==> src/mlsd_params.svh <==
`ifndef MLSD_PARAMS_SVH
`define MLSD_PARAMS_SVH

// lanes per received word.
`define NUM_CHANNELS 4

// signed ADC code and channel tap widths.
`define CODE_BITS 8
`define EST_BITS 8

// taps per lane, positions compared and hypothesis bits.
`define EST_DEPTH 3
`define SEQ_LEN 2
`define NBIT 2

// sum of squared errors, wide enough for all code and tap values.
`define ERR_BITS 24

// flat buffer words: one past, the center, one future. word 0 is the newest.
`define BUF_DEPTH 3
`define CENTER_WORD 1

`define WB_ADR_BITS 4

`endif

==> src/flat_buffer.sv <==
`default_nettype none
`timescale 1ns/1ps

`include "mlsd_params.svh"

module flat_buffer #(
	parameter int width = 8,
	parameter int depth = 3,
	parameter int lag = 0
) (
	input wire logic clk,
	input wire logic rstb,
	input wire logic [`NUM_CHANNELS-1:0][width-1:0] in,
	output logic [depth*`NUM_CHANNELS-1:0][width-1:0] flatOut
);

	// the input arrives lag words behind the stream it belongs to.
	localparam int numStages = depth - lag;

	logic [numStages-1:0][`NUM_CHANNELS-1:0][width-1:0] words;

	always_ff @(posedge clk or negedge rstb) begin
		if (!rstb) begin
			words <= '0;
		end else begin
			words[0] <= in;
			for (int s = 1; s < numStages; s++) begin
				words[s] <= words[s-1];
			end
		end
	end

	// oldest word at the low end, so the flat index runs forward in time.
	for (genvar w = 0; w < depth; w++) begin : gWord
		if (w < lag) begin : gPending
			// not received yet.
			assign flatOut[(depth-1-w)*`NUM_CHANNELS +: `NUM_CHANNELS] = '0;
		end else begin : gStored
			assign flatOut[(depth-1-w)*`NUM_CHANNELS +: `NUM_CHANNELS] = words[w-lag];
		end
	end

endmodule

`default_nettype wire

==> config.mk <==
export PLATFORM = sky130hd
export DESIGN_NAME = flat_buffer
export DESIGN_NICKNAME = d
export VERILOG_FILES = /design/src/flat_buffer.sv
export VERILOG_INCLUDE_DIRS = /design/src
export SDC_FILE = /design/constraint.sdc
export NUM_CORES = 1
export LEC_CHECK = 0
export ABC_AREA = 1
export BUFFER_PORTS_ARGS = -buffer_cell sky130_fd_sc_hd__buf_4
export CAP_MARGIN = 5
export CORE_UTILIZATION = 30
export DETAILED_ROUTE_END_ITERATION = 12
export PLACE_DENSITY_LB_ADDON = 0.2
export SYNTH_ARGS = -nofsm -noshare
export SYNTH_HDL_FRONTEND = slang
export SYNTH_SLANG_ARGS = --single-unit
==> constraint.sdc <==
create_clock -name clk -period 0.9 [get_ports clk]
set_input_delay 0.045 -clock clk [delete_from_list [all_inputs] [get_ports clk]]
set_output_delay 0.045 -clock clk [all_outputs]
set_load 0.01 [all_outputs]
# Word level (Yosys, flattened, before mapping)

Cells that the tools add are included.

Input port bits: 34
Word-level logic and storage cells: 12
Bits in registers: 96

# Depth between registers and ports, before layout

Gate-level depths: netlist (run 1).

Depth in word-level cells: 0
Gate-level depth with buffers: 0

# Worst setup path before layout (run 1)

No wires, ideal clock.

Path kind: register -> register
Start point: register words, in the netlist flatOut[32]
End point: register words, in the netlist flatOut[0]
Slack: 0.376 ns
Cell stages (with the launch flop): 1
Data arrival time: 0.383 ns
Library setup time: 0.140 ns
Period minus slack after synthesis: 0.524 ns
Data required time: 0.760 ns
Buffers on the path: 0
Path through: dfrtp_1

RTL lines:

| what                              | line              | RTL |
|---|---|---|
| from (decl)                       | flat_buffer.sv:20 | `` logic [numStages-1:0][`NUM_CHANNELS-1:0][width-1:0] words; `` |
| from (signal, indexed assignment) | flat_buffer.sv:28 | `words[s] <= words[s-1];` |

No word-level cell between the ends.

# Final worst setup path (run 1)

Start point: register words, in the netlist flatOut[71]
End point: output flatOut[71] (netlist name)

RTL lines:

| what      | line              | RTL |
|---|---|---|
| to (decl) | flat_buffer.sv:14 | `` output logic [depth*`NUM_CHANNELS-1:0][width-1:0] flatOut `` |

No word-level cell between the ends.

==> reports/qor.csv, run 1 <==
metric,value,unit
cts.sinks,96,
synth_top_area_share,100,%
cpPeakStageDelay,410,ps
critPathSlowestCell,dfrtp_1,
synthTopCellsByArea,dfrtp_1 100%,
initial_core_util,31.1,%
highest_layer,met4,
cellPowerDensity,1810,mW/mm^2
cts_buffers,9,
rsz0062_at_grt,yes,
drc,0,
skew,9.62,ps
place_congestion,0.646,
syn_area,0.00240,sq mm
die_height,91.5,um
fin_setup_tns,-900,ps
crit_chain,buf_6,
grt_usage,13.3,%
die_area,0.00837,sq mm
drtIter0Drc,5,
cts-htree-levels,3,
worst_pin_slew,257,ps
hold_viol_final,0,
fin_nets,324,
final_cells,397,
clk_pin_slew,90,ps
ant_nets,0,
grt_pass1_vias,1736,
dp_hpwl,3080,um
postLayoutCoreUtil,59.1,%
ys_types,1,
worstPathMaxFanout,2,
first_pass_iters,4,
crit_type,flip-flop to primary output,
yosys.area.top_type,dfrtp_1,
avgSynthCellArea,25.0,sq um
crit_buf_inv,1,
critPathLaunchType,flip-flop,
cp_top_family,flip-flops,
setup_violations,65,
ys_seq_elements,96,
p_sw_share,23.0,%
grt_pass1_wl,8290,um
largest_reg_flops,96,
synth_cells,96,
seqPwrFrac,56.6,%
setup_slack,-31.7,ps
drv_slew,0,
cap_viol_max_count,0,
antenna_found_initial,0,
status,finished with violations,
rr_startpoint,flatOut[70]$_DFF_PN0_,
grt_max_degree,45,
fp.dieW,91.5,um
wl_met1,1880,um
overflow,0,
slew_headroom,82.9,%
hp-class,input port to asynchronous set/reset pin,
io_pins,130,
areaGrowthSynthToFinish,89.9,%
worst_setup_path_end_kind,primary output,
cts_tree,built,
cts_buffer_depth,2,
p_sw,0.00190,W
seq_area_frac_synth,100,%
portBuffers,129,
place_inst,329,
arrival,890,ps
vias_per_cell,3.88,
whs,115,ps
core-area,0.00773,sq mm
p_comb_share,12.0,%
met2_length,2600,um
violations,setup timing,
clkPwrFrac,31.5,%
min_period,932,ps
wl_met3,613,um
synth_fp_nets,130,
cts-root-buf,clkbuf_8,
clock_latency,350,ps
post-route-cell-area,0.00456,sq mm
std_cell_rows,32,
via_count,1540,
internal_power,0.00635,W
critPathRequiredTime,850,ps
multi_input_cells,0,
drive_gt1_share,56.3,%
wl,5150,um
power_leakage,2.21,nW
max-vdd-ir-drop,1.07,mV
max_freq,1.07,GHz
ys_warn_count,0,
fin_crit_sh,104,%
dpl_cell_area,0.00354,sq mm
n_antenna_cell,0,
multiInputGateArea,0,sq um
wl_per_cell,13.0,um
cp-startpoint,flatOut[71]$_DFF_PN0_,
==> kinds of logic (layout without fill, tap and decap cells) <==
| group | count (synthesis) | count (layout) | share of synthesized area [%] |
|---|---|---|---|
| buf+inv | 0 | 199 | 0 |
| flops | 96 | 96 | 100 |
==> cells in the final DEF (no fill, tap or decap) <==
master and count:
dfrtp_1 96, clkinv_2 1, inv_6 1, buf_12 2, clkbuf_8 11, buf_4 52, buf_6 96, dlygate4sd3_1 33
clkinv_4 3
==> power by group through the flow <==
stage               logic [W]  registers (W)  clock network, W
finish               0.000987        0.00467           0.00259
global route          0.00106        0.00469           0.00290
CTS                  0.000977        0.00467           0.00274
detailed placement   0.000682        0.00471                 0
global placement     0.000687        0.00470                 0
floorplan                   0        0.00482                 0
==> path summary, 6_finish.rpt <==
kind	end	slack [ps]	cells past startpoint
worst max-delay path	flatOut[71]	-30	1
worst min-delay path	flatOut[5]$_DFF_PN0_	110	2
worst max register to register	flatOut[38]$_DFF_PN0_	130	2
worst min register to register	flatOut[5]$_DFF_PN0_	400	0
max in group asynchronous	flatOut[28]$_DFF_PN0_	280	3
min in group clk	flatOut[93]$_DFF_PN0_	330	2
==> synth_stat cells <==
cell and number:
dfrtp_1 96
==> layout make-up <==
cell class | count | area (sq um)
fillers | 615 | 3160
repair buffers | 183 | 1840
clock inverters | 5 | 40.0
clock buffers | 11 | 151
well taps | 102 | 128
flip-flops and latches | 96 | 2400
==> layer usage <==
metal  up-vias  track usage (%)
li1        683                -
met1       755             14.6
met2        96             21.6
met3         6             7.12
met4         0             5.16
met5         -                0
==> per-stage QoR <==
step	setup WS (ps)	total power, W
2_1_floorplan	376	0.00482
3_3_place_gp	300	0.00539
3_5_place_dp	309	0.00540
4_1_cts	-61.4	0.00838
5_1_grt	-86.5	0.00865
6_report	-31.7	0.00825
==> timing repair <==
item	in CTS	in global routing
buffers inserted	14	5
pin swaps	0	0
hold buffers	33	0
hold endpoints to repair	128	0
setup endpoints to repair	96	96
gates resized for setup	96	0
No activity file was read; power rests on OpenSTA's default activity.
==> inputs of run 2 (changes only) <==
--- a/config.mk
+++ b/config.mk
@@ -11,7 +11,7 @@
 export CAP_MARGIN = 5
 export CORE_UTILIZATION = 30
 export DETAILED_ROUTE_END_ITERATION = 12
-export PLACE_DENSITY_LB_ADDON = 0.2
+export PLACE_DENSITY = 0.67
 export SYNTH_ARGS = -nofsm -noshare
 export SYNTH_HDL_FRONTEND = slang
 export SYNTH_SLANG_ARGS = --single-unit
==> reports/qor.csv, run 2 (synthesis results as in run 1) <==
metric,value,unit,change
max-vdd-ir-drop,1.07,mV,about the same
rsz0062_at_grt,yes,,unchanged
cts.sinks,96,,unchanged
clk_pin_slew,80,ps,was 90 ps
place_inst,329,,unchanged
rr_worst_depth,2,,unchanged
n_antenna_cell,0,,unchanged
cpPeakStageDelay,400,ps,was 410 ps
p_sw_share,21.3,%,was 23.0%
setup_slack,-24.5,ps,was -31.7 ps
crit_chain,buf_6,,unchanged
cts-htree-levels,3,,unchanged
grt_max_degree,52,,was 45
arrival,880,ps,was 890 ps
std_cell_rows,32,,unchanged
hold_viol_final,0,,unchanged
timing.reg2reg.setup_slack,140,ps,was 130 ps
max_freq,1.08,GHz,was 1.07 GHz
critPathLaunchType,flip-flop,,unchanged
cts_tree,built,,unchanged
multi_input_cells,0,,unchanged
setup_violations,60,,was 65
status,finished with violations,,unchanged
cellPowerDensity,1750,mW/mm^2,was 1810 mW/mm^2
internal_power,0.00644,W,was 0.00635 W
min_period,924,ps,was 932 ps
die_height,91.5,um,unchanged
postLayoutCoreUtil,60.5,%,was 59.1%
first_pass_iters,4,,unchanged
vias_per_cell,3.95,,was 3.88
wl_per_cell,13.1,um,was 13.0 um
power,0.00819,W,was 0.00825 W
p_comb_share,12.8,%,was 12.0%
largest_reg_flops,96,,unchanged
critPathSlowestCell,dfrtp_1,,unchanged
power_leakage,2.28,nW,was 2.21 nW
multiInputGateArea,0,sq um,unchanged
violations,setup timing,,unchanged
worst_pin_slew,259,ps,was 257 ps
p_sw,0.00175,W,was 0.00190 W
grt_pass1_wl,8240,um,was 8290 um
drv_slew,0,,unchanged
final_cell_mix,"96 x dfrtp_1, 96 x buf_6, 71 x buf_4",,"was 96 x dfrtp_1, 96 x buf_6, 52 x buf_4"
crit_type,flip-flop to primary output,,unchanged
cp_top_family,flip-flops,,unchanged
rr_startpoint,flatOut[40]$_DFF_PN0_,,was flatOut[70]$_DFF_PN0_
nFillCells,569,,was 615
skew,5.47,ps,was 9.62 ps
fin_crit_sh,103,%,was 104%
drtIter0Drc,14,,was 5
antenna_found_initial,0,,unchanged
core-area,0.00773,sq mm,unchanged
seqPwrFrac,57.0,%,was 56.6%
overflow,0,,unchanged
cts_buffer_depth,2,,unchanged
die_area,0.00837,sq mm,unchanged
worstPathMaxFanout,2,,unchanged
pre_cts_ws,329,ps,was 309 ps
cts-root-buf,clkbuf_8,,unchanged
grt_pass1_vias,1709,,was 1736
critPathRequiredTime,850,ps,about the same
hp-class,input port to asynchronous set/reset pin,,unchanged
cap_viol_max_count,0,,unchanged
worst_setup_path_end_kind,primary output,,unchanged
grt_usage,13.3,%,about the same
areaGrowthSynthToFinish,94.7,%,was 89.9%
final_cells,412,,was 397
slew_headroom,82.7,%,was 82.9%
crit_buf_inv,1,,unchanged
fp.dieW,91.5,um,unchanged
ant_nets,0,,unchanged
critical_path_depth,1,,unchanged
fin_nets,343,,was 324
wl,5410,um,was 5150 um
place_congestion,0.664,,was 0.646
clock_latency,340,ps,was 350 ps
initial_core_util,31.1,%,unchanged
clkPwrFrac,30.2,%,was 31.5%
portBuffers,129,,unchanged
drc,0,,unchanged
drive_gt1_share,58.1,%,was 56.3%
cts_buffers,9,,unchanged
io_pins,130,,unchanged
via_count,1626,,was 1540
worstReg2RegEnd,flatOut[8]$_DFF_PN0_,,was flatOut[38]$_DFF_PN0_
==> run 2: changes by cell type in the layout (fill, tap and decap cells not counted) <==
cell,change
inv_6,-1
buf_4,+19
clkbuf_8,-2
clkinv_4,-3
clkbuf_1,+1
bufinv_16,+1
==> run 2: how the worst max path moves through the flow <==
stage / start / end / slack [ps]
final: flatOut[61]$_DFF_PN0_ / flatOut[61] / -20
after global routing: flatOut[60]$_DFF_PN0_ / flatOut[60] / -80
after floorplan: flatOut[32]$_DFF_PN0_ / flatOut[0]$_DFF_PN0_ / 380
after CTS: flatOut[47]$_DFF_PN0_ / flatOut[47] / -50
after global placement: flatOut[83]$_DFF_PN0_ / flatOut[83] / 320
after detailed placement: flatOut[92]$_DFF_PN0_ / flatOut[92] / 330
==> run 2: final cells by class <==
| class | instances | area [sq um] | share of cell area, % |
|---|---|---|---|
| clock buffers | 10 | 128 | 2.73 |
| clock inverters | 2 | 35.0 | 0.749 |
| flip-flops and latches | 96 | 2400 | 51.4 |
| well taps | 102 | 128 | 2.73 |
| repair buffers | 202 | 1980 | 42.4 |
==> run 2: metal layers <==
metal  vias to the layer above  track usage, %  share of wire, %
li1                        723               -                 -
met3                         8            6.11               7.9
met4                         0            4.76               1.1
met5                         -               0                 0
met1                       818            13.9                36
met2                        77            23.4                55
==> run 2: power by group through the flow <==
| stage | clock (W) | combinational (W) | sequential (W) |
|---|---|---|---|
| after floorplan | 0 | 0 | 0.00482 |
| after global placement | 0 | 0.000679 | 0.00470 |
| after detailed placement | 0 | 0.000683 | 0.00472 |
| after CTS | 0.00256 | 0.000996 | 0.00467 |
| after global routing | 0.00277 | 0.00112 | 0.00469 |
| final | 0.00247 | 0.00105 | 0.00467 |
==> run 2: through the flow <==
stage	TNS, ps	hold WS, ps	area [sq um]
finish	-577	223	4680
global route	-4780	249	4680
CTS	-2120	225	4540
detailed placement	0	53.3	3540
global placement	0	51.9	3540
floorplan	0	-251	2400
==> run 2: what timing repair did <==
| item | 4_1_cts | 5_1_grt |
|---|---|---|
| resized for setup | 93 | 3 |
| setup endpoints to repair | 93 | 96 |
| pin swaps | 0 | 0 |
| gates cloned | 0 | 0 |
| hold buffers | 33 | 0 |
| setup buffers | 21 | 17 |
| hold endpoints to repair | 128 | 0 |
