==> config.mk <==
export PLATFORM = sky130hd
export DESIGN_NAME = potential_codes_gen
export DESIGN_NICKNAME = d
export VERILOG_FILES = /design/src/mlsd_pkg.sv /design/src/potential_codes_gen.sv
export VERILOG_INCLUDE_DIRS = /design/src
export SDC_FILE = /design/constraint.sdc
export NUM_CORES = 1
export LEC_CHECK = 0
export BUFFER_PORTS_ARGS = -buffer_cell sky130_fd_sc_hd__buf_4
export CORE_MARGIN = 2
export CORE_UTILIZATION = 51
export DETAILED_ROUTE_END_ITERATION = 8
export PLACE_DENSITY = 0.9
export REMOVE_ABC_BUFFERS = 1
export SLEW_MARGIN = 25
export SYNTH_ARGS = -nofsm -noshare
export SYNTH_HDL_FRONTEND = slang
export SYNTH_SLANG_ARGS = --single-unit
export TNS_END_PERCENT = 30
==> constraint.sdc <==
create_clock -name vclk -period 3.9
set_input_delay 0.195 -clock vclk [all_inputs]
set_output_delay 0.195 -clock vclk [all_outputs]
set_load 0.005 [all_outputs]
==> src/mlsd_params.svh <==
`ifndef MLSD_PARAMS_SVH
`define MLSD_PARAMS_SVH

// lanes per received word.
`define NUM_CHANNELS 4

// signed ADC code and channel tap widths.
`define CODE_BITS 8
`define EST_BITS 8

// taps per lane, positions compared and hypothesis bits.
`define EST_DEPTH 3
`define SEQ_LEN 2
`define NBIT 2

// sum of squared errors, wide enough for all code and tap values.
`define ERR_BITS 24

// flat buffer words: one past, the center, one future. word 0 is the newest.
`define BUF_DEPTH 3
`define CENTER_WORD 1

`define WB_ADR_BITS 4

`endif

==> src/mlsd_pkg.sv <==
`default_nettype none

`include "mlsd_params.svh"

package mlsd_pkg;

	typedef logic signed [`CODE_BITS-1:0] code_t;
	typedef logic signed [`EST_BITS-1:0] est_t;

	// expected code, a sum of EST_DEPTH signed taps.
	typedef logic signed [`EST_BITS+$clog2(`EST_DEPTH)-1:0] expCode_t;

	typedef code_t [`NUM_CHANNELS-1:0] codeWord_t;
	typedef logic [`NUM_CHANNELS-1:0] bitWord_t;

	typedef est_t [`EST_DEPTH-1:0] laneTaps_t;
	typedef laneTaps_t [`NUM_CHANNELS-1:0] estTable_t;

	// indexed as [lane][hypothesis][position].
	typedef expCode_t [`NUM_CHANNELS-1:0][2**`NBIT-1:0][`SEQ_LEN-1:0] hypCodes_t;

	typedef struct packed {
		logic cyc;
		logic stb;
		logic we;
		logic [`WB_ADR_BITS-1:0] adr;
		logic [`EST_BITS-1:0] datWr;
	} wbReq_t;

	typedef struct packed {
		logic ack;
		logic [`EST_BITS-1:0] datRd;
	} wbRsp_t;

endpackage

`default_nettype wire

==> src/potential_codes_gen.sv <==
`default_nettype none
`timescale 1ns/1ps

`include "mlsd_params.svh"

module potential_codes_gen (
	input wire logic [`BUF_DEPTH*`NUM_CHANNELS-1:0] flatBits,
	input wire mlsd_pkg::estTable_t estTable,
	output mlsd_pkg::hypCodes_t hypCodes
);

	import mlsd_pkg::*;

	// flat index of lane 0 of the center word.
	localparam int centerBase = (`BUF_DEPTH - 1 - `CENTER_WORD) * `NUM_CHANNELS;

	always_comb begin
		expCode_t acc;
		est_t tap;
		logic [`NBIT-1:0] hyp;
		logic symBit;
		int smp;
		int ofs;
		int tapLane;
		for (int l = 0; l < `NUM_CHANNELS; l++) begin
			for (int h = 0; h < 2**`NBIT; h++) begin
				hyp = `NBIT'(h);
				for (int p = 0; p < `SEQ_LEN; p++) begin
					// each sample is predicted with the taps of its own lane.
					tapLane = (l + p) % `NUM_CHANNELS;
					acc = '0;
					for (int k = 0; k < `EST_DEPTH; k++) begin
						smp = centerBase + l + p - k;
						ofs = p - k;
						if (ofs >= 0 && ofs < `NBIT) begin
							symBit = hyp[ofs];
						end else begin
							symBit = flatBits[smp];
						end
						tap = estTable[tapLane][k];
						// bit 1 is +1, bit 0 is -1.
						if (symBit) begin
							acc = acc + expCode_t'(tap);
						end else begin
							acc = acc - expCode_t'(tap);
						end
					end
					hypCodes[l][h][p] = acc;
				end
			end
		end
	end

endmodule

`default_nettype wire

Yosys cells after proc, flatten, opt, wreduce, memory -nomap -nowiden

Cells that the tools add are included.
W data, S select, Z words.

Bits in registers: 0
Input bits: 108
Word-level logic and storage cells: 100

Add/sub/neg operators: 68
Multiplexer cells: 32

Operators with widths:

| operator              | count |
|---|---|
| $mux W10              | 32 |
| $add A10 B8 Y10       | 16 |
| $sub A10 B8 Y10       | 16 |
| $add A9 B8 Y10        | 12 |
| $sub A9 B8 Y10        | 12 |
| $add A8 B8 Y9         | 4 |
| $sub A1 B8 Y9 const A | 4 |
| $sub A8 B8 Y9         | 4 |

Longest topological paths before layout

Gate-level depths: netlist of the first run.

Word-level depth: 5
Gate-level depth with buffers: 20

Worst setup path before layout of the first run

OpenSTA, ideal clock, no wires.

Path type: input-to-output
From: in estTable[1] (netlist name)
To: out hypCodes[49] (netlist name)
Data arrival time: 3.698 ns
Slack: 0.007 ns
Cell stages on the path: 18
Path buffers: 2
Cells stage by stage: inv_1 > ha_1 > xnor2_1 > ha_1 > buf_2 > nand2b_1 > o311a_1 > o21bai_1 > a2111oi_0 > nor2_1 > xor2_1 > mux2_2 > ha_1 > and3_1 > a2111oi_1 > xnor2_1 > xnor2_1 > buf_4

RTL lines:

| what        | line                     | text |
|---|---|---|
| from (decl) | potential_codes_gen.sv:8 | `input wire mlsd_pkg::estTable_t estTable,` |
| to (decl)   | potential_codes_gen.sv:9 | `output mlsd_pkg::hypCodes_t hypCodes` |

==> impl_metrics.toml, run 1 <==
[sta]
fin_crit_sh_pct = 100.0
finalHoldViolations = 0
min_period_ns = 3.901
slew_headroom_pct = 26.09
fin_ws_ns = -0.0008058
worst_pin_slew_ns = 1.105
setup-violations-final = 1
rsz0062_at_grt = "true"
maxSlewViolCount = 0
fin_hold_ws_ns = 0.7639
fmax_mhz = 256.4

[yosys]
yosys_warnings = 0
synth_top_area_share_pct = 25.77
synth_top_family_by_area = "adder cells"
synth_top_cell_by_area = "ha_1"
synthCells = 2171
synth.avg_cell_area_um2 = 7.558
syn_area_um2 = 16410
synth_compound_area_share_pct = 17.67
synthXorXnorAreaFrac_pct = 19.74
muxShareOfSynthArea_pct = 4.293
ys_seq_area_share_pct = 0
synth_top_cells_by_area = "ha_1, xnor2_1, xor2_1"
synthSimpleGateAreaFrac_pct = 18.66
synthAdderAreaFrac_pct = 30.65
ys_types = 71

[global_routing]
grt_usage_pct = 32.88
grt_pass1_vias = 17153
overflow = 0
grt_pass1_wl_um = 88800
grt_max_degree = 30
antenna_found_initial = 1

[routing]
vias = 17518
wl_per_cell_um = 19.90
drt-total-wl_um = 59860
dr.pass1.iters = 6
drt-initial-drc-count = 1223
drc_errors = 0
vias_per_cell = 5.824
ant_nets = 0

[critical_path]
worstSetupStartpoint = "estTable[48]"
setup.worst_path.start_class = "primary input"
cpMostUsedCell = "buf_4"
crit_family = "compound AO/OA/AOI/OAI gates"
max_stage_delay_ns = 0.35
critPathKind = "primary input to output pin"
critPathSlowestCell = "ha_1"
arrival_ns = 3.71
worstPathRequired_ns = 3.70
critPathCaptureType = "output pin"
path_buf_inv = 5
crit_path_max_fanout = 3
crit_chain = "buf_4 > buf_4 > nor3_4 > xnor2_2 > ha_1 > buf_6 > a21oi_2 > nor2_2 > xor2_1 > mux2_2 > ha_1 > and3_4 > a221oi_2 > buf_4 > a21oi_2 > a21o_1 > a21oi_2 > xnor2_1 > xnor2_1 > buf_4"

[cells_and_area]
design.seq.count = 0
final_core_util_pct = 67.30
finalNetCount = 3093
clkbuf_count = 0
n_fill_cell = 2577
final_cells = 3008
seqCellArea_um2 = 0
area_growth_pct = 29.76
drive_gt1_share_pct = 29.48

[place]
port_buffers = 421
post-place-cells = 2986
place_congestion = 1.003
dp_hpwl_um = 50740

[power_and_ir_drop]
ir_worst_vdd_v = 0.0004378
powerDensity_nw_per_um2 = 518.2
finalPower_mw = 11.03
power.leakage_nw = 10.33

[floorplan]
die_y_um = 183.4
rows = 65
fp.dieW_um = 183.4
ios = 428
dieArea_um2 = 33630
start_util_pct = 51.87
core-area_um2 = 31640

[job]
maxCapViolations = 0

[min_path]
hold_class = "primary input to output pin"
min_from = "estTable[16]"

[run_status]
violations = "setup timing"
status = "complete, but fails checks"

[cts]
cts_hold_buf = 0
[cells in the mapped netlist (3+ instances only)]
cell       count
ha_1         338
nor2_1       225
xnor2_1      213
inv_1        161
xor2_1       155
a21oi_1      127
buf_4         98
nor3_1        98
o21ai_0       98
nor2b_1       91
nand2_1       76
a21o_1        59
nand2b_1      53
mux2_2        50
fa_1          40
a31oi_1       36
or3_1         29
clkbuf_1      24
o41a_1        21
o21a_1        17
o21bai_1      14
o31ai_1       12
nand3_1       10
mux2i_1        9
a211oi_1       7
nor4_1         7
o311ai_0       6
o41ai_1        6
and2_1         5
buf_2          5
or2_2          5
a2111oi_0      4
and3_1         4
buf_1          4
nand3b_1       4
nor3b_1        4
o21ai_1        4
o31a_1         4
a221oi_1       3
o2111ai_1      3
[final timing paths]
path	endpoint	slack (ns)	cells after the start
worst max-delay path	hypCodes[209]	-0.0008	20
worst min-delay path	hypCodes[250]	0.76	3
[area by class of cell]
cell class / instances / area (µm²) / area share [%]
timing repair buffer: 566 / 4295 / 20.17
antenna: 1 / 2.502 / 0.01175
inverter: 161 / 609.3 / 2.862
tap: 402 / 503.0 / 2.362
multi-input combinational: 1878 / 15880 / 74.59
[placed cells by master (no fill, tap or decap), drive strengths merged, types with 37 or more instances in the layout]
cell type  instances
o21ai            103
buf              566
nand2             76
a21o              59
nand2b            53
xnor2            214
inv              161
ha               338
a31oi             37
nor2             225
xor2             155
a21oi            127
mux2              51
fa                40
nor3              98
nor2b             91
[power breakdown]
group	internal, mW	total [mW]	switching (mW)
sequential	0	0	0
combinational	5.62	11.0	5.41
clock	0.0000000343	0.0000000343	0
total	5.62	11.0	5.41
[layer usage]
layer / wire, µm / track usage [%] / vias to the layer above
met2: 29410 / 59.76 / 745
met3: 3573 / 1.867 / 153
met1: 24400 / 41.04 / 8298
met5: 0 / 0 / -
li1: - / - / 8322
met4: 2469 / 11.58 / 0
[cells by family after synthesis]
family,after synthesis
AND/OR/NAND/NOR,623
AO/OA/AOI/OAI,446
XOR/XNOR,369
multiplexers,62
buffers and inverters,293
adder cells (fa/ha/maj),378
[tightest hold or removal path: stages]
cell   delay (ns)
buf_4        0.11
ha_1         0.16
buf_4        0.11
[timing repair]
action | CTS | global route
gates resized for setup | 51 | 136
pin swaps | 27 | 57
setup endpoints to repair | 10 | 33
buffers inserted | 9 | 13
[through the flow]
| stage | instance area (µm²) | worst slack [ns] | TNS [ns] |
|---|---|---|---|
| floorplan | 15540 | 0.1431 | 0 |
| global placement | 20130 | -0.2639 | -0.5274 |
| detailed placement | 20130 | -0.4629 | -1.416 |
| CTS | 20450 | -0.09004 | -0.2819 |
| global route | 21290 | -0.1253 | -0.7654 |
| finish | 21290 | -0.0008058 | -0.0008058 |
No activity file was read; power rests on OpenSTA's default activity.
==> inputs of run 2 (changes only) <==
- CORE_UTILIZATION: 51 -> 53
- PLACE_DENSITY: 0.9 -> 0.89
- clock period: 3.9 -> 4.8 ns (I/O delays scaled with it)
==> run 2 against run 1 <==
- the run now ends clean
- total power down 26%
- clock-buffer cell count unchanged
- worst setup slack better by 0.24 ns
- non-clock buffer count down 138
- highest routed layer unchanged
==> impl_metrics.toml, run 2 (synthesis gave the netlist of run 1 again) <==
[sta]
setup-violations-final = 0
tns_ns = 0
rsz0062_at_grt = "false"
worst_pin_slew_ns = 0.8999
finalHoldViolations = 0
slew_headroom_pct = 39.80
min_period_ns = 4.561
fmax_mhz = 219.2
fin_ws_ns = 0.2388
maxSlewViolCount = 0
fin_crit_sh_pct = 95.02

[power_and_ir_drop]
ir_worst_vdd_v = 0.0003066
p_comb_share_pct = 100.0
p_switching_mw = 4.043
powerDensity_nw_per_um2 = 424.8
cell_internal_pwr_mw = 4.136
seq_power_share_pct = 0
pwr-share-clk_pct = 0
power.leakage_nw = 9.456
swShare_pct = 49.43

[critical_path]
worstSetupStartpoint = "estTable[49]"
crit_path_max_fanout = 4
worstPathRequired_ns = 4.56
arrival_ns = 4.32
setup.worst_path.start_class = "primary input"
critPathKind = "primary input to output pin"
critPathCaptureType = "output pin"
cp-endpoint = "hypCodes[169]"

[global_routing]
grt_usage_pct = 30.33
antenna_found_initial = 0
grt_pass1_vias = 16762
grt_pass1_wl_um = 82460
grt_max_degree = 32
overflow = 0

[floorplan]
ios = 428
start_util_pct = 53.79
core-area_um2 = 30510
fp.dieW_um = 180.0
dieArea_um2 = 32390
rows = 64
die_y_um = 180.0

[cts]
ctsResizeCount = 0
cts_hold_buf = 0
post-cts-setup-buffer-count = 0

[cells_and_area]
drive_gt1_share_pct = 20.35
seqCellArea_um2 = 0
fin_area_um2 = 19250
final_cell_mix = "buf_4, ha_1, nor2_1"
area_growth_pct = 17.33
final_cells = 2863
design.seq.count = 0
finalNetCount = 2955
antennaDiodeCount = 0
clkbuf_count = 0
final_common_cell = "buf_4"

[run_status]
status = "completed"

[place]
post-place-cells = 2863
placed_area_um2 = 19250
dpl_worst_slack_ns = 0.2515
port_buffers = 421
place_congestion = 0.9761
dp_hpwl_um = 45610

[routing]
wl_per_cell_um = 18.15
drt-initial-drc-count = 877
vias = 16711
vias_per_cell = 5.837
drt-total-wl_um = 51970
dr.pass1.iters = 8
drc_errors = 0
ant_nets = 0

[job]
maxCapViolations = 0

[min_path]
hold_class = "primary input to output pin"
==> run 2: per-layer routing <==
layer	part of all wire, %	GRT usage [%]
met5	0	0
met4	4.7	13.27
met3	5.7	1.985
met2	48	54.87
met1	41	36.83
==> run 2: worst min-delay path by stage <==
| stage | startpoint | end | slack, ns | depth (start not counted) |
|---|---|---|---|---|
| final | estTable[16] | hypCodes[290] | 0.85 | 3 |
| after global placement | estTable[16] | hypCodes[290] | 0.84 | 3 |
| after global routing | estTable[16] | hypCodes[290] | 0.86 | 3 |
| after detailed placement | estTable[16] | hypCodes[290] | 0.84 | 3 |
| after CTS | estTable[16] | hypCodes[290] | 0.85 | 3 |
| after floorplan | estTable[40] | hypCodes[10] | 0.63 | 1 |
==> run 2: metrics by stage <==
| stage | utilization (%) | hold WS, ns | total power [mW] |
|---|---|---|---|
| 2_1_floorplan | - | 0.6307 | 4.266 |
| 3_3_place_gp | 63.09 | 0.8405 | 7.903 |
| 3_5_place_dp | 63.09 | 0.8421 | 8.072 |
| 4_1_cts | 63.09 | 0.8490 | 8.116 |
| 5_1_grt | 63.11 | 0.8598 | 8.795 |
| 6_report | 63.11 | 0.8513 | 8.179 |
==> run 2: power groups by stage <==
stage          clock network (mW)  registers, mW  logic (mW)
6_report                        0              0        8.18
5_1_grt                         0              0        8.79
4_1_cts                         0              0        8.12
3_5_place_dp                    0              0        8.07
3_3_place_gp                    0              0        7.90
2_1_floorplan                   0              0        4.27
==> run 2: worst max-delay path: stages <==
cell      delay [ns]
buf_4           0.11
inv_1           0.10
ha_1            0.38
inv_1           0.08
fa_1            0.41
o31ai_1         0.41
xor2_1          0.15
mux2_2          0.29
ha_1            0.35
and3_1          0.18
a221oi_1        0.53
a21oi_1         0.20
a21o_1          0.21
a21oi_1         0.17
xnor2_1         0.16
xnor2_1         0.18
buf_4           0.16
==> run 2: cell type report <==
cell class,instances,area (µm²)
inverter,161,604.3
fill,2603,11260
timing repair buffer,428,3213
multi-input combinational,1878,14940
tap,396,495.5
