==> config.mk <==
export PLATFORM = sky130hd
export DESIGN_NAME = est_regfile
export DESIGN_NICKNAME = d
export VERILOG_FILES = /design/src/mlsd_pkg.sv /design/src/est_regfile.sv
export VERILOG_INCLUDE_DIRS = /design/src
export SDC_FILE = /design/constraint.sdc
export NUM_CORES = 1
export LEC_CHECK = 0
export ABC_AREA = 0
export BUFFER_PORTS_ARGS = -buffer_cell sky130_fd_sc_hd__clkbuf_2
export CORE_MARGIN = 1.5
export CORE_UTILIZATION = 36
export DETAILED_ROUTE_END_ITERATION = 10
export GPL_TIMING_DRIVEN = 0
export PLACE_DENSITY = 0.63
export SLEW_MARGIN = 5
export SYNTH_ARGS = -nofsm -noshare
export SYNTH_HDL_FRONTEND = slang
export SYNTH_SLANG_ARGS = --single-unit
==> constraint.sdc <==
create_clock -name clk -period 3.1 [get_ports clk]
set_input_delay 0.155 -clock clk [delete_from_list [all_inputs] [get_ports clk]]
set_output_delay 0.155 -clock clk [all_outputs]
set_load 0.01 [all_outputs]
==> src/mlsd_params.svh <==
`ifndef MLSD_PARAMS_SVH
`define MLSD_PARAMS_SVH

// lanes per received word.
`define NUM_CHANNELS 4

// signed ADC code and channel tap widths.
`define CODE_BITS 8
`define EST_BITS 8

// taps per lane, positions compared and hypothesis bits.
`define EST_DEPTH 3
`define SEQ_LEN 2
`define NBIT 2

// sum of squared errors, wide enough for all code and tap values.
`define ERR_BITS 24

// flat buffer words: one past, the center, one future. word 0 is the newest.
`define BUF_DEPTH 3
`define CENTER_WORD 1

`define WB_ADR_BITS 4

`endif

==> src/mlsd_pkg.sv <==
`default_nettype none

`include "mlsd_params.svh"

package mlsd_pkg;

	typedef logic signed [`CODE_BITS-1:0] code_t;
	typedef logic signed [`EST_BITS-1:0] est_t;

	// expected code, a sum of EST_DEPTH signed taps.
	typedef logic signed [`EST_BITS+$clog2(`EST_DEPTH)-1:0] expCode_t;

	typedef code_t [`NUM_CHANNELS-1:0] codeWord_t;
	typedef logic [`NUM_CHANNELS-1:0] bitWord_t;

	typedef est_t [`EST_DEPTH-1:0] laneTaps_t;
	typedef laneTaps_t [`NUM_CHANNELS-1:0] estTable_t;

	// indexed as [lane][hypothesis][position].
	typedef expCode_t [`NUM_CHANNELS-1:0][2**`NBIT-1:0][`SEQ_LEN-1:0] hypCodes_t;

	typedef struct packed {
		logic cyc;
		logic stb;
		logic we;
		logic [`WB_ADR_BITS-1:0] adr;
		logic [`EST_BITS-1:0] datWr;
	} wbReq_t;

	typedef struct packed {
		logic ack;
		logic [`EST_BITS-1:0] datRd;
	} wbRsp_t;

endpackage

`default_nettype wire

==> src/est_regfile.sv <==
`default_nettype none
`timescale 1ns/1ps

`include "mlsd_params.svh"

module est_regfile (
	input wire logic clk,
	input wire logic rstb,
	input wire mlsd_pkg::wbReq_t wbReq,
	output mlsd_pkg::wbRsp_t wbRsp,
	output mlsd_pkg::estTable_t estTable
);

	localparam int laneBits = `WB_ADR_BITS - 2;

	logic [1:0] tapSel;
	logic [laneBits-1:0] laneSel;
	logic hit;
	logic ack;
	logic accept;

	// address is lane times 4 plus tap.
	assign tapSel = wbReq.adr[1:0];
	assign laneSel = wbReq.adr[`WB_ADR_BITS-1:2];
	assign hit = (int'(tapSel) < `EST_DEPTH) && (int'(laneSel) < `NUM_CHANNELS);

	// a held request is taken once, then ack drops for a cycle.
	assign accept = wbReq.cyc && wbReq.stb && !ack;

	always_ff @(posedge clk or negedge rstb) begin
		if (!rstb) begin
			ack <= 1'b0;
			estTable <= '0;
		end else begin
			ack <= accept;
			if (accept && wbReq.we && hit) begin
				estTable[laneSel][tapSel] <= wbReq.datWr;
			end
		end
	end

	// read data is valid while the master holds the address during ack.
	always_comb begin
		wbRsp.ack = ack;
		if (hit) begin
			wbRsp.datRd = estTable[laneSel][tapSel];
		end else begin
			wbRsp.datRd = '0;
		end
	end

endmodule

`default_nettype wire

Word level (Yosys, flattened, before mapping) --
Index checks and enable logic that the tools add are counted. Widths: inputs -> output; s select.
Operators by class: add/subtract/negate cells 0, multipliers 0, divide/modulo/power cells 0, magnitude comparators 5, equality and inequality tests 0, shifts and indexed selects 0, multiplexer cells 10, bitwise logic cells 0, reduce and logical (&&, ||, !) cells 7
Operators by type and width (number):
- $bwmux 96 | 1
- $bmux 24 s2 | 1
- $demux 24 s2 | 1
- $mux 24 | 2
- $mux 8 | 3
- $bmux 8 s2 | 1
- $demux 8 s2 | 1
- $logic_and 1x1->1 | 6
- $lt 2x3->1 const B | 2
- $ge 2x1->1 const B | 2
- $lt 2x2->1 const B | 1
- $logic_not 1->1 | 1
Storage, ports and cells: flip-flop bits (word level) 97, bits in latches 0, bits in writable memories 0, memory bits (read-only) 0, bits of input ports 17, output and inout bits 105, memories kept 0

Logic depth before layout (Yosys ltp) --
Gate-level depths: netlist (run 1).
word-level depth 7, gate-level depth with buffers 5

Worst setup path before layout (run 1) --
Ideal clock, no wire load.
path kind reg-to-reg, from register ack, to register estTable[56] in the netlist's numbering, setup time 125 ps, arrival time 1635 ps, data required time 2975 ps, slack 1340 ps, cell stages (with the launch flop) 5, path buffers 1, cell sequence dfrtp_1 -> nand4b_4 -> or4_4 -> buf_6 -> mux2_4
On the way: word-level cells in the longest chain between the ends 4
RTL lines:
- start, declared | line est_regfile.sv:19 | logic ack;
- start signal, assigned | line est_regfile.sv:35 | ack <= accept;
- $logic_not 1->1 | line est_regfile.sv:28 | assign accept = wbReq.cyc && wbReq.stb && !ack;
- $logic_and 1x1->1 | line est_regfile.sv:28
- $logic_and 1x1->1 (2 in series) | line est_regfile.sv:36 | if (accept && wbReq.we && hit) begin
- end signal, assigned by index | line est_regfile.sv:37 | estTable[laneSel][tapSel] <= wbReq.datWr;
- end, declared | line est_regfile.sv:11 | output mlsd_pkg::estTable_t estTable
No other way between the ends. A chain may end at the register's enable or synchronous reset.

==> summary.txt, run 1 <==
Worst setup path
  • Most frequent CP cell: clkbuf_2
  • Slowest cell on the critical path: clkbuf_1
  • Setup slack, reg-to-reg: around 1.1 ns
  • Worst EP arrival: 1.95 ns
  • Max stage delay on crit path: 0.64 ns
  • RR Endpoint: estTable[88]$_DFFE_PN0P_
  • WS Path Type: in2out
  • Worst setup EP type: output pin
  • Critical path launch point type: primary input
  • CP max FO: 10
  • RR Startpoint: ack$_DFF_PN0_
  • CP cell instances: clkbuf_2 > buf_2 > clkbuf_1 > mux4_2 > a22oi_1 > nand2_1 > clkbuf_2
  • Reg2Reg Depth: 3
  • Req. time, crit path: just under 3 ns

Finish
  • Ant diodes: 0
  • Fillers: 1,099
  • # nets final: between 400 and 500
  • Final Cell Area: 5670 um2
  • Proportion of layout cells with a drive suffix above 1: 0.646
  • Area of the multi-input gates: 2010 um2
  • Sequential cell area: approximately 2400 um2
  • Area Growth Syn to Fin: 24.8%

Detailed routing
  • Number of remaining DRC errors: 0
  • Vias per cell: 5.03
  • Detailed-route via count: 2,975
  • Final wirelength: 12.0 mm
  • Routed len/inst: 20.2 um
  • Starting DRC count in detailed routing: 112
  • DR pass1 iterations: 6
  • Antenna-violating nets left: 0

STA
  • Max-slew violations: 0
  • Slew @ Worst Pin: 0.891 ns
  • Fin Setup TNS: 0 ns
  • Fmax: 474 MHz
  • # setup viols final: 0
  • Tcrit/Tclk final: 0.680
  • Slew margin rel.: 0.403
  • Fin crit period: approximately 2.1 ns
  • Fin. Hold Viols: 0
  • Worst Skew: ~0.0052 ns
  • RSZ-0062 raised after global routing: no

Synthesis
  • EDFF count, synth: 0
  • Synth area leaders: dfrtp_1, mux2_2, mux4_2, mux2_4, nor4_4
  • Syn Area/Cell: 15.8 um2
  • Synth cell types: 23
  • Synth area leader: dfrtp_1
  • Commonest cells post-synth: dfrtp_1, mux2_2, mux4_2
  • Post-Syn Nets: 304
  • Synth Cell Area: 4550 um2
  • Most frequent cell after synthesis: dfrtp_1
  • Post-synthesis cell count: around 290
  • Post-synth ARST share: 1.00
  • Yosys warns: 0
  • Top cell type's share of synthesized area: 0.534
  • Sequential share of the synthesized area: 0.534
  • #FFs+latches synth: 97
  • Top_reg_cell synth: dfrtp_1

Floorplan
  • Vert. Die Dim: 115 um
  • Initial cell density of the core: 0.374
  • I/O pin count: between 100 and 150
  • Die width: approximately 120 um
  • Floorplan row count: 40
  • Core area: 12,200 um2
  • Area of the die: 13,300 um2

Min path
  • Hold depth: 3
  • HP Start: wbReq[13]
  • WHS Endpoint: ack$_DFF_PN0_
  • Hold WC Path Type: in2reg

Global route
  • Vias in the first global route: 3,146
  • Global route overflow: 0
  • First-pass GRT wire length: 18.4 mm
  • Largest net degree at the start of global routing: 60
  • Gr usage total: 0.188
  • Initial antenna violation count: 0

Clock network
  • CTS tree: built
  • Clk buf depth: 2
  • Clock slew at reported path FFs: 0.06 ns
  • Post-cts sizing count: 0
  • Sink Count: 97
  • Clk_lat worst skew: about 0.34 ns
  • Post-CTS Setup Inserts: 0
  • Hold buffer count at cts: 1
  • H-tree levels: 3
  • CTS buffer count: 9
  • Root Buffer: clkbuf_16

Placed design
  • PortBufs: approximately 120
  • Placed Area: 5380 um2
  • DP HPWL: 8.98 mm
  • GP Congestion: 0.834

Status
  • Status: complete, no violations

Run
  • Max cap viols: 0

Power
  • Leak pwr: 0.00286 uW
  • Max VDD drop: 0.237 mV
  • Pwr Density: ~570 nW/um2
placed cells by master, fill, tap and decap left out, types with 3 or more instances in the layout:
master       n
nand2_1     18
buf_2        3
nand3_1      3
buf_4        5
mux2_2      86
nor4_4       4
clkbuf_1    12
nand2b_1     3
a22oi_1      8
clkbuf_2   118
dfrtp_1     97
clkbuf_16    9
mux2_4       8
nor3_2       3
mux4_2      24
sequential cells by signal, summed over array words and instances (netlist names):
signal	count
estTable	96
ack	1
report_power, final:
part	switching (uW)	internal (uW)	total, uW
registers	127	1420	1540
logic	306	323	629
clock network	479	567	1050
how the worst max path moves through the flow:
stage                   from                  endpoint  slack (ns)
4_1_cts            wbReq[11]                  wbRsp[5]        0.97
3_5_place_dp       wbReq[11]                  wbRsp[5]        0.99
6_report           wbReq[11]                  wbRsp[5]        0.99
2_1_floorplan  ack$_DFF_PN0_  estTable[56]$_DFFE_PN0P_        1.34
3_3_place_gp            rstb  estTable[32]$_DFFE_PN0P_        0.68
5_1_grt            wbReq[11]                  wbRsp[5]        0.89
critical path: cells and delay by family:
family	cells	cell delay (ns)
buffers and inverters	4	1.11
multiplexers	1	0.44
AND/OR/NAND/NOR	1	0.09
AO/OA/AOI/OAI	1	0.15
through the flow:
step                power, uW  hold WS [ns]  std cells  utilization  setup WS [ns]
global placement         2180         0.402        574        0.440          0.675
detailed placement       2200         0.208        575        0.443          0.991
global route             3380        0.0688        592        0.467          0.891
CTS                      3260        0.0618        592        0.467          0.966
finish                   3220        0.0657        592        0.467          0.991
floorplan                1900        -0.141        287            -           1.34
cell type report:
class | count | area share
clock inverters | 6 | 0.00750
plain buffers | 21 | 0.0192
clock buffers | 10 | 0.0421
flip-flops and latches | 97 | 0.428
multi-input cells | 168 | 0.354
repair buffers | 121 | 0.112
well taps | 168 | 0.0370
inverters | 1 | 0.000662
layer usage:
metal / track usage / routed length [um] / share of wire / up-vias
met1: 0.256 / 5400 / 0.45 / 1531
met2: 0.292 / 5740 / 0.48 / 87
li1: - / - / - / 1341
met5: 0 / 0 / 0 / -
met4: 0.0815 / 279 / 0.023 / 0
met3: 0.0395 / 555 / 0.046 / 16
cells by family after synthesis:
logic type / Yosys count / synth area share
buffers and inverters: 22 / 0.0248
flip-flops: 97 / 0.534
AO/OA/AOI/OAI: 8 / 0.0132
AND/OR/NAND/NOR: 40 / 0.0649
multiplexers: 120 / 0.363
No activity file was read; power rests on OpenSTA's default activity.
==> inputs of run 2 (changes only) <==
- PLACE_DENSITY: 0.63 -> 0.65
- clock period: 3.1 -> 1.8 ns (I/O delays scaled with it)
==> run 2 against run 1 <==
The flow now finishes with violations (negative setup slack). Register-to-register slack worse by 1.1 ns. Total power grew 81%. Die area unchanged. Routed wire length grew 4.9%. Largest cell class unchanged. Highest routed layer unchanged.
==> summary.txt, run 2 (same netlist as run 1, synthesis figures left out) <==
Status
  • Failing checks: negative setup slack
  • Status: finished, violations left

Worst setup path
  • Critical path launch point type: register
  • Reg2Reg Depth: 4
  • Top cell family by delay on the critical path: simple AND/OR/NAND/NOR gates
  • Req. time, crit path: 2.02 ns
  • WS Path Type: reg2reg
  • Worst path bufs/invs: 1
  • Max stage delay on crit path: about 0.42 ns
  • Worst setup EP type: register
  • CP Depth: 4
  • Worst EP arrival: 2.05 ns
  • CP cell instances: and4b_2 > clkbuf_1 > nand3_1 > mux2_2
  • CP max FO: 8
  • Slowest cell on the critical path: nand3_1

Finish
  • # nets final: 448
  • Fin cells: approximately 600
  • Proportion of layout cells with a drive suffix above 1: 0.657
  • Ant diodes: 0
  • Most frequent cells in the layout: clkbuf_2, dfrtp_1, mux2_2
  • Fillers: about 1,100
  • Final Cell Area: between 5000 and 6000 um2
  • Max reg flops: between 90 and 100
  • Top flop regs: estTable: 96 flops, ack: 1 flops
  • Area Growth Syn to Fin: 31.2%
  • Commonest non-fill, non-tap cell in the layout: clkbuf_2
  • Top reg by flops: estTable

STA
  • Tcrit/Tclk final: 1.02
  • Fin Setup TNS: -0.160 ns
  • Fmax: 547 MHz
  • Fin crit period: around 1.8 ns
  • Fin. Hold Viols: 0
  • # setup viols final: 8
  • RSZ-0062 raised after global routing: yes
  • Worst setup margin: -0.0293 ns
  • Max-slew violations: 0
  • Slew @ Worst Pin: a little under 0.8 ns
  • Worst Skew: between 0.003 and 0.004 ns
  • Slew margin rel.: 0.477

Global route
  • First-pass GRT wire length: between 15 and 20 mm
  • Vias in the first global route: between 3,000 and 4,000
  • Met1 Use GR: 0.264
  • Initial antenna violation count: 0
  • Gr usage total: 0.194
  • GR peak layer: met2
  • Largest net degree at the start of global routing: 54
  • Met3 Usage GRT: 0.0432
  • Global route overflow: 0
  • Grt met2 use: 0.310

Placed design
  • Post-Place Cells: about 580
  • Placed Area: 5380 um2
  • PortBufs: 119
  • GP Congestion: 0.802
  • DP HPWL: 8.90 mm

Detailed routing
  • Final wirelength: 12.6 mm
  • Routed len/inst: 20.8 um
  • Number of remaining DRC errors: 0
  • Vias per cell: 5.17
  • DR pass1 iterations: 4
  • Detailed-route via count: 3,119
  • Starting DRC count in detailed routing: 112
  • Antenna-violating nets left: 0

Run
  • Max cap viols: 0

Clock network
  • Clk buf depth: 2
  • CTS tree: built
  • H-tree levels: 3
  • Sink Count: 97
  • Clock slew at reported path FFs: 0.06 ns
  • Clk_lat worst skew: 0.34 ns
  • Root Buffer: clkbuf_16
  • CTS buffer count: 9

Min path
  • Hold WC Path Type: in2reg
  • Hold depth: 3

Floorplan
  • Die width: 115 um
  • I/O pin count: 122
  • Vert. Die Dim: 115 um
  • Initial cell density of the core: 0.374
  • Floorplan row count: 40
  • Area of the die: 13,300 um2
  • Core area: roughly 12,000 um2

Power
  • Leak pwr: ~0.003 uW
  • Pwr Density: about 980 nW/um2
  • Max VDD drop: 0.399 mV
-- run 2: changes by cell type in the layout (fill, tap and decap cells not counted), sizes merged --
cell         before  now
buf              10   21
clkinv            3    1
inv               2    1
dlygate4sd3       1    2
bufinv            0    2
clkbuf          141  143
clkinvlp          2    0
-- run 2: metrics by stage --
stage	utilization	power, uW	hold slack (ns)	worst slack [ns]
after floorplan	-	3260	-0.206	0.0402
after global placement	0.440	3760	0.337	-0.557
after detailed placement	0.443	3800	0.238	-0.324
after CTS	0.482	5840	0.000772	-0.0147
after global routing	0.490	6100	0.00777	-0.0854
final	0.490	5840	0.00644	-0.0293
-- run 2: final cells by class --
class / count / area (um2) / share of cell area
buffer: 21 / 121 / 0.0203
clock buffer: 12 / 246 / 0.0413
clock inverter: 3 / 65.1 / 0.0109
inverter: 1 / 3.75 / 0.000629
multi-input combinational: 168 / 2090 / 0.351
sequential: 97 / 2430 / 0.407
tap: 168 / 210 / 0.0352
timing repair buffer: 133 / 798 / 0.134
-- run 2: power by group --
part	leakage, uW	switching (uW)	internal (uW)	total (uW)
combinational	0.00157	548	598	1150
clock	0.000153	784	1250	2030
sequential	0.00130	219	2440	2660
-- run 2: path summary, 6_finish.rpt --
check	startpoint	end	slack [ns]
worst max-delay path	ack$_DFF_PN0_	estTable[20]$_DFFE_PN0P_	-0.03
worst min-delay path	wbReq[14]	ack$_DFF_PN0_	0.006
worst max register to register	ack$_DFF_PN0_	estTable[20]$_DFFE_PN0P_	-0.03
worst min register to register	ack$_DFF_PN0_	ack$_DFF_PN0_	0.47
max in group asynchronous	rstb	estTable[0]$_DFFE_PN0P_	0.71
min in group asynchronous	rstb	estTable[26]$_DFFE_PN0P_	0.39
-- run 2: tightest hold or removal path, stage by stage --
cell and delay, ns:
clkbuf_2 0.12, nand2_1 0.07, nor2_1 0.04
-- run 2: what timing repair did --
action	in CTS	in global routing
pin swaps	2	5
resized for setup	10	17
hold endpoints to repair	53	0
hold buffers	2	0
setup buffers	8	3
endpoints found under the setup margin	88	50
cloned	0	0
-- run 2: metal layers --
| layer | routed length (um) | vias to the layer above |
|---|---|---|
| met5 | 0 | - |
| met4 | 207 | 0 |
| met3 | 671 | 14 |
| met2 | 6330 | 87 |
| met1 | 5350 | 1644 |
| li1 | - | 1374 |
